[src/verilog/lb_pkg.sv]
// shared pixel, window and ring types for the bicubic line buffer.
`default_nettype none

package lb_pkg;

    localparam int PIXEL_W   = 24;
    localparam int NUM_LINES = 5;   // line memories in the ring.
    localparam int WIN_SIZE  = 4;

    typedef logic [PIXEL_W-1:0] pixel_t;

    typedef logic [2:0] slot_t;     // index of a line memory, 0 to 4.

    // pixel 0 is the leftmost column
    typedef pixel_t [WIN_SIZE-1:0] win_row_t;

    typedef struct packed {
        win_row_t row0;             // top line.
        win_row_t row1;
        win_row_t row2;
        win_row_t row3;
    } window_t;

    typedef enum logic [1:0] {
        RING_FILL,                  // loading lines 0 to 2.
        RING_RUN,
        RING_DONE
    } ring_state_e;

    // step a slot index around the ring
    function automatic slot_t slot_add(slot_t s, int n);
        return slot_t'((int'(s) + n) % NUM_LINES);
    endfunction

endpackage

`default_nettype wire

[src/verilog/bicubic_line_buffer.sv]
// top level of the bicubic line buffer with a ring of five line memories.
`timescale 1ns/1ns
`default_nettype none

module bicubic_line_buffer import lb_pkg::*; #(
    parameter int IMG_WIDTH  = 16,
    parameter int IMG_HEIGHT = 8
) (
    input  logic    clk,
    input  logic    rst_n,
    input  logic    in_valid,
    output logic    in_ready,
    input  pixel_t  in_data,
    output logic    win_valid,
    input  logic    win_ready,
    output window_t win,
    output logic    done
);

    localparam int COL_W = $clog2(IMG_WIDTH);
    localparam int ROW_W = $clog2(IMG_HEIGHT);

    logic                   wr_open;
    logic                   wr_en;
    logic                   line_written;
    logic [COL_W-1:0]       wr_addr;
    logic [COL_W-1:0]       rd_addr;
    logic                   rd_cs;
    logic                   sweep_done;
    logic                   row_start;
    logic [ROW_W-1:0]       row;
    slot_t                  wr_slot;
    slot_t                  head_slot;
    pixel_t [NUM_LINES-1:0] mem_rdata;
    pixel_t [WIN_SIZE-1:0]  col_pixels;

    // the write slot takes the input side, every other memory follows the sweep
    for (genvar i = 0; i < NUM_LINES; i++) begin : g_mem
        logic sel;
        assign sel = (wr_slot == slot_t'(i));
        line_sram #(.DEPTH(IMG_WIDTH)) u_mem (
            .clk   (clk),
            .cs    (sel ? wr_en : rd_cs),
            .wr_en (sel && wr_en),
            .addr  (sel ? wr_addr : rd_addr),
            .wdata (in_data),
            .rdata (mem_rdata[i])
        );
    end

    line_writer #(.IMG_WIDTH(IMG_WIDTH)) u_writer (
        .clk, .rst_n, .in_valid, .in_ready, .wr_open, .wr_en, .wr_addr, .line_written
    );

    ring_ctrl #(.IMG_HEIGHT(IMG_HEIGHT)) u_ring (
        .clk, .rst_n, .line_written, .sweep_done, .wr_open, .wr_slot, .head_slot,
        .row, .row_start, .done
    );

    row_select #(.IMG_HEIGHT(IMG_HEIGHT)) u_rows (
        .head_slot, .row, .rdata(mem_rdata), .col_pixels
    );

    window_reader #(.IMG_WIDTH(IMG_WIDTH)) u_reader (
        .clk, .rst_n, .row_start, .col_pixels, .rd_addr, .rd_cs, .sweep_done,
        .win, .win_valid, .win_ready
    );

endmodule

`default_nettype wire

[src/verilog/line_sram.sv]
// single-port line memory with a registered read under chip select.
`timescale 1ns/1ns
`default_nettype none

module line_sram import lb_pkg::*; #(
    parameter int DEPTH = 16
) (
    input  logic                     clk,
    input  logic                     cs,
    input  logic                     wr_en,
    input  logic [$clog2(DEPTH)-1:0] addr,
    input  pixel_t                   wdata,
    output pixel_t                   rdata
);

    pixel_t mem [DEPTH];

    always_ff @(posedge clk) begin
        if (cs) begin
            if (wr_en) begin
                mem[addr] <= wdata;
            end else begin
                rdata <= mem[addr];     // held until the next read.
            end
        end
    end

endmodule

`default_nettype wire

[src/verilog/line_writer.sv]
// input side of the line buffer that writes one image line per opened slot.
`timescale 1ns/1ns
`default_nettype none

module line_writer #(
    parameter int IMG_WIDTH = 16
) (
    input  logic                         clk,
    input  logic                         rst_n,
    input  logic                         in_valid,
    output logic                         in_ready,
    input  logic                         wr_open,
    output logic                         wr_en,
    output logic [$clog2(IMG_WIDTH)-1:0] wr_addr,
    output logic                         line_written
);

    localparam int COL_W = $clog2(IMG_WIDTH);

    logic wr_full;

    assign in_ready     = !wr_full;
    assign wr_en        = in_valid && in_ready;     // memory written in the accept cycle.
    assign line_written = wr_en && (wr_addr == COL_W'(IMG_WIDTH - 1));

    always_ff @(posedge clk or negedge rst_n) begin
        if (!rst_n) begin
            wr_addr <= '0;
            wr_full <= 1'b0;                        // line 0 is open out of reset.
        end else begin
            if (line_written) begin
                wr_addr <= '0;
                wr_full <= 1'b1;
            end else if (wr_en) begin
                wr_addr <= wr_addr + COL_W'(1);
            end
            if (wr_open) begin
                wr_full <= 1'b0;
            end
        end
    end

    // the ring opens a new line only once the current one has filled
    a_open_full: assert property (@(posedge clk) disable iff (!rst_n)
        wr_open |-> wr_full)
        else $error("line opened before the previous one was full");

endmodule

`default_nettype wire

[src/verilog/ring_ctrl.sv]
// ring FSM that assigns line memories to window rows and to the next write.
`timescale 1ns/1ns
`default_nettype none

module ring_ctrl import lb_pkg::*; #(
    parameter int IMG_HEIGHT = 8
) (
    input  logic                          clk,
    input  logic                          rst_n,
    input  logic                          line_written,
    input  logic                          sweep_done,
    output logic                          wr_open,
    output slot_t                         wr_slot,
    output slot_t                         head_slot,
    output logic [$clog2(IMG_HEIGHT)-1:0] row,
    output logic                          row_start,
    output logic                          done
);

    localparam int ROW_W = $clog2(IMG_HEIGHT);

    ring_state_e state;
    logic        sweep_seen;
    logic        wr_seen;
    logic        wr_due;
    logic        row_adv;

    assign done    = (state == RING_DONE);
    assign wr_due  = (int'(row) + 3 < IMG_HEIGHT);              // line r+3 exists.
    assign row_adv = (state == RING_RUN) && (sweep_seen || sweep_done)
                  && (!wr_due || wr_seen || line_written);

    always_ff @(posedge clk or negedge rst_n) begin
        if (!rst_n) begin
            state      <= RING_FILL;
            row        <= '0;
            wr_slot    <= '0;
            head_slot  <= '0;
            wr_open    <= 1'b0;
            row_start  <= 1'b0;
            sweep_seen <= 1'b0;
            wr_seen    <= 1'b0;
        end else begin
            wr_open   <= 1'b0;
            row_start <= 1'b0;
            case (state)
                RING_FILL: begin
                    if (line_written) begin
                        wr_slot <= wr_slot + slot_t'(1);        // also counts the fill.
                        wr_open <= 1'b1;
                        if (wr_slot == slot_t'(2)) begin
                            state     <= RING_RUN;
                            row_start <= 1'b1;
                        end
                    end
                end
                RING_RUN: begin
                    if (row_adv) begin
                        sweep_seen <= 1'b0;
                        wr_seen    <= 1'b0;
                        if (row == ROW_W'(IMG_HEIGHT - 1)) begin
                            state <= RING_DONE;
                        end else begin
                            row       <= row + ROW_W'(1);
                            row_start <= 1'b1;
                            wr_slot   <= slot_add(wr_slot, 1);
                            wr_open   <= (int'(row) + 4 < IMG_HEIGHT);
                            if (row != '0) begin
                                head_slot <= slot_add(head_slot, 1);
                            end
                        end
                    end else begin
                        sweep_seen <= sweep_seen || sweep_done;
                        wr_seen    <= wr_seen || line_written;
                    end
                end
                default: ;
            endcase
        end
    end

    // row 0 reads only three distinct slots, so the write sits right after them
    a_slot_apart: assert property (@(posedge clk) disable iff (!rst_n)
        state == RING_RUN |-> wr_slot != head_slot
            && wr_slot != slot_add(head_slot, 1)
            && wr_slot != slot_add(head_slot, 2)
            && (row == '0 || wr_slot != slot_add(head_slot, 3)))
        else $error("write slot overlaps a window row");

endmodule

`default_nettype wire

[src/verilog/row_select.sv]
// maps the five memory outputs onto the four window rows with edge clamping.
`timescale 1ns/1ns
`default_nettype none

module row_select import lb_pkg::*; #(
    parameter int IMG_HEIGHT = 8
) (
    input  slot_t                         head_slot,
    input  logic [$clog2(IMG_HEIGHT)-1:0] row,
    input  pixel_t [NUM_LINES-1:0]        rdata,
    output pixel_t [WIN_SIZE-1:0]         col_pixels
);

    always_comb begin
        int base;
        int line;
        base = (row == '0) ? 0 : int'(row) - 1;                 // line held in head_slot.
        for (int k = 0; k < WIN_SIZE; k++) begin
            line = int'(row) + k - 1;
            if (line < 0) begin
                line = 0;
            end else if (line > IMG_HEIGHT - 1) begin
                line = IMG_HEIGHT - 1;                          // repeat the bottom line.
            end
            col_pixels[k] = rdata[slot_add(head_slot, line - base)];
        end
    end

endmodule

`default_nettype wire

[src/verilog/window_reader.sv]
// column sweep that reads the ring and shifts 4x4 windows out to the scaler.
`timescale 1ns/1ns
`default_nettype none

module window_reader import lb_pkg::*; #(
    parameter int IMG_WIDTH = 16
) (
    input  logic                         clk,
    input  logic                         rst_n,
    input  logic                         row_start,
    input  pixel_t [WIN_SIZE-1:0]        col_pixels,
    output logic [$clog2(IMG_WIDTH)-1:0] rd_addr,
    output logic                         rd_cs,
    output logic                         sweep_done,
    output window_t                      win,
    output logic                         win_valid,
    input  logic                         win_ready
);

    localparam int COL_W = $clog2(IMG_WIDTH);
    localparam int CNT_W = $clog2(WIN_SIZE + 1);

    logic             sweeping;
    logic             pend;
    logic             shift;
    logic [CNT_W-1:0] loaded;

    function automatic win_row_t shift_row(win_row_t r, pixel_t px);
        return {px, r[WIN_SIZE-1:1]};
    endfunction

    assign shift      = pend && (!win_valid || win_ready);
    assign rd_cs      = sweeping && (!pend || shift);       // one read in flight at most.
    assign sweep_done = win_valid && win_ready && !sweeping && !pend;

    always_ff @(posedge clk or negedge rst_n) begin
        if (!rst_n) begin
            sweeping  <= 1'b0;
            rd_addr   <= '0;
            pend      <= 1'b0;
            loaded    <= '0;
            win_valid <= 1'b0;
        end else begin
            if (row_start) begin
                sweeping <= 1'b1;
                rd_addr  <= '0;
                loaded   <= '0;
            end else if (rd_cs) begin
                rd_addr <= rd_addr + COL_W'(1);
                if (rd_addr == COL_W'(IMG_WIDTH - 1)) begin
                    sweeping <= 1'b0;
                end
            end
            pend <= rd_cs || (pend && !shift);              // memory data waits in rdata.
            if (shift) begin
                if (loaded != CNT_W'(WIN_SIZE)) begin
                    loaded <= loaded + CNT_W'(1);
                end
                win_valid <= (loaded >= CNT_W'(WIN_SIZE - 1));
            end else if (win_valid && win_ready) begin
                win_valid <= 1'b0;
            end
        end
    end

    // new column enters at the right edge.
    always_ff @(posedge clk) begin
        if (shift) begin
            win.row0 <= shift_row(win.row0, col_pixels[0]);
            win.row1 <= shift_row(win.row1, col_pixels[1]);
            win.row2 <= shift_row(win.row2, col_pixels[2]);
            win.row3 <= shift_row(win.row3, col_pixels[3]);
        end
    end

    a_win_hold: assert property (@(posedge clk) disable iff (!rst_n)
        win_valid && !win_ready |=> win_valid && $stable(win))
        else $error("window changed while stalled");

endmodule

`default_nettype wire
[config.mk]
export PLATFORM = sky130hd
export DESIGN_NAME = bicubic_line_buffer
export DESIGN_NICKNAME = d
export VERILOG_FILES = /design/src/verilog/lb_pkg.sv /design/src/verilog/bicubic_line_buffer.sv /design/src/verilog/line_sram.sv /design/src/verilog/line_writer.sv /design/src/verilog/ring_ctrl.sv /design/src/verilog/row_select.sv /design/src/verilog/window_reader.sv
export SDC_FILE = /design/constraint.sdc
export NUM_CORES = 2
export LEC_CHECK = 0
export BUFFER_PORTS_ARGS = -buffer_cell sky130_fd_sc_hd__buf_4
export CORE_MARGIN = 2
export CORE_UTILIZATION = 50
export CTS_BUF_LIST = sky130_fd_sc_hd__clkbuf_8
export DETAILED_ROUTE_END_ITERATION = 8
export PLACE_DENSITY_LB_ADDON = 0.2
export RECOVER_POWER = 50
export SYNTH_ARGS = -nofsm -noshare
export SYNTH_HDL_FRONTEND = slang
export SYNTH_SLANG_ARGS = --single-unit
[constraint.sdc]
create_clock -name clk -period 26.4 [get_ports clk]
set_input_delay 6.6 -clock clk [delete_from_list [all_inputs] [get_ports clk]]
set_output_delay 6.6 -clock clk [all_outputs]
set_load 0.05 [all_outputs]
==> results.md <==
* Post-synthesis mux area share at 12.5%
* Count of clock tree sinks at ~2.5k
* Lkg Pwr at 40.5 nW
* Worst path required time at 27.14 ns
* Vias in the first global route at between 50k and 60k
* Largest net degree at the start of global routing at 99
* Seq cells post-synth at between 2k and 2.5k
* Max incr delay on CP at 0.89 ns
* Share of cells above drive strength 1 at 23.8%
* Synthesized area at between 0.1 and 0.15 mm^2
* Number of max-cap violations at 44
* Worst-Skew Late Latency at 1.09 ns
* Synth Area per Inst at 16.8 um^2
* Worst Hold Path Cells at 0
* R2R Path Start: u_ring.row[0]
* FFs w/ async S/R, synth at 1.22%
* Setup total negative slack at 0 ns
* Worst path slowest cell: nor2_4
* CTS resizes at 0
* Post-CTS Repair Setup Buffers at 0
* Slew Limit Fails at 2718
* Final GP Congestion at approximately 0.92
* Synth top area cells: edfxtp_1 69%, mux4_2 11%, nand2_1 1.8%
* Top cells by count, synth: 2424 x edfxtp_1, 504 x mux4_2, 503 x nand2_1, 287 x nor2_1, 270 x clkbuf_1
* Sequential area share after synthesis at just under 70%
* Distinct cells, synth at 120
* Antenna violations before repair at 22
* Final Critical Period at 20.43 ns
* Critical Path End Type: flop
* Area Overhead vs Synth at 13.0%
* Worst-path fanout max at 56
* Cell with the most instances on the worst path: ha_1
* Worst reg2reg path depth at 66
* H-tree depth at 5
* Routed WL per cell at 28.4 um
* Via/cell ratio at 6.16
* Cts hold-fix bufs at 0
* Final setup vio count at 0
* CTS tree: done
* Global Route Usage Sum at 25.9%
* Post-Synth XOR/XNOR Area at 1.14%
* Residual DRC count at 0
* Fin crit share at slightly below 80%
* Simple-gate portion of the synthesized area at 5.73%
* Pwr dens at 101 mW/mm^2
* Worst-margin pin slew at 8.24 ns
* Post-Synth Adder-Cell Area at 1.68%
* First-pass GRT wire length at 409000 um
* DR vias at around 60k
* 1st-pass router iterations at 6
* Number of port buffers at 414
* Compound-Gate Fraction of Synth Area at 7.54%
* Status: complete, but fails checks
* Worst Hold Launch: u_reader.win[271]
* Nets at 7048
* Hold WC Path Type: flop to flop
* Critical path origin: u_ring.row[0]
* RSZ-0062 raised after global routing: false
* Core area at around 0.21 mm^2
* Row count at between 150 and 200
* Hpwl dp at 177000 um
* Die ar. at 0.215 mm^2
* Top-area cell type share of the netlist area at 68.8%
* Arrival time worst endpoint at 21.17 ns
* Final Hold Vio Count at 0
* Post-synth EDFFs at 2424
* Initial Util at 50.4%
* Reg clk slew, reported paths at 0.06 ns
* Max Buffers Root-to-Sink at 4
* Failing checks: capacitance limit, slew limit
* Fillers at between 15k and 20k
* Root Buffer: clkbuf_8
* Gr ovfl total at 0
* Drt first-iter violations at about 7k
* Main synth FF type: edfxtp_1
* Count leader, synth: edfxtp_1
* Worst relative slew slack at -450%
* Yosys warns at 0
* Largest family of logic cells by synthesized area: multiplexers
* Crit path kind: flop to flop
* Area leader, netlist: edfxtp_1
* Mapped Cells at around 6.3k
* Max IR drop VDD at 0.494 mV
* Total CTS buffers at 399
* Die height at about 460 um
* Die Wd at ~460 um
* Final wirelength at 284000 um
* Critical Path Start Type: flop
* Worst Skew at 0.0993 ns
* Top Ports at 415
* Final antenna-violating net count at 0
* Power Total at 12.1 mW
* FMAX at 0.0490 GHz
[metrics by stage]
stage | instances | hold slack [ns] | utilization, % | setup slack [ns] | instance area (um^2)
floorplan | 6295 | 0.375 | - | 11.06 | 106000
global placement | 9293 | 0.392 | 53.8 | 6.62 | 113000
detailed placement | 9293 | 0.392 | 53.8 | 6.22 | 113000
CTS | 9970 | 0.407 | 57.0 | 6.11 | 120000
global route | 9974 | 0.420 | 56.9 | 4.20 | 120000
finish | 9979 | 0.402 | 56.9 | 5.97 | 120000
[final timing paths]
kind	endpoint	slack (ns)
setup / recovery	u_reader.win[379]	5.97
hold / removal	u_reader.win[247]	0.40
setup reg to reg	u_reader.win[379]	5.97
hold reg to reg	u_reader.win[247]	0.40
max in group asynchronous	u_ring.head_slot[2]	19.15
min in group asynchronous	u_ring.head_slot[1]	6.12
[worst max-delay path: cells and delay by family, from the launching register on]
kind / cells / cell delay [ns]
simple gates: 16 / 5.25
flops: 1 / 0.62
fa+ha+maj: 8 / 2.81
compound gates: 34 / 9.70
buf+inv: 8 / 1.70
[report_power, final]
group	switching [mW]	leakage, nW	internal, mW
registers	0.0000164	22.1	4.51
clock network	1.44	3.99	1.48
logic	3.06	14.3	1.57
total	4.50	40.5	7.56
[flip-flops by register name (all words and copies together), names as in the netlist, 2 cells and up]
name,cells
g_mem.u_mem.mem,1920
u_writer.wr_addr,4
u_ring.wr_slot,3
g_mem.u_mem.rdata,120
u_ring.head_slot,3
u_reader.rd_addr,4
u_ring.row,3
u_ring.state,2
u_reader.loaded,3
u_reader.win,384
[final cells by class]
| type | count | area (um^2) | area share, % |
|---|---|---|---|
| sequential | 2454 | 73500 | 61.5 |
| clock inverter | 272 | 1320 | 1.10 |
| inverter | 145 | 546 | 0.456 |
| antenna | 9 | 22.5 | 0.0188 |
| clock buffer | 405 | 5570 | 4.66 |
| multi-input combinational | 3356 | 31200 | 26.1 |
| timing repair buffer | 533 | 3820 | 3.20 |
| tap | 2805 | 3510 | 2.94 |
[layout by cell type, fill, tap and decap left out, types with 138 or more instances in the layout]
cell,n
nor2_1,231
a211oi_1,138
inv_1,260
a31oi_1,149
buf_4,476
nand2_1,503
mux4_2,504
clkbuf_8,405
a21oi_1,185
edfxtp_1,2424
[metal layers]
metal | share of wire, % | track usage, %
met2 | 47 | 39.9
met4 | 3.8 | 9.40
met3 | 8.7 | 5.27
met5 | 0.025 | 0
met1 | 41 | 36.9
[logic make-up after synthesis]
| family | count (synthesis) |
|---|---|
| XOR/XNOR | 138 |
| AO/OA/AOI/OAI | 1096 |
| flip-flops | 2454 |
| adder cells (fa/ha/maj) | 136 |
| multiplexers | 686 |
| other | 2 |
| AND/OR/NAND/NOR | 1285 |
| buffers and inverters | 485 |
Power figures use the tool's default switching activity.
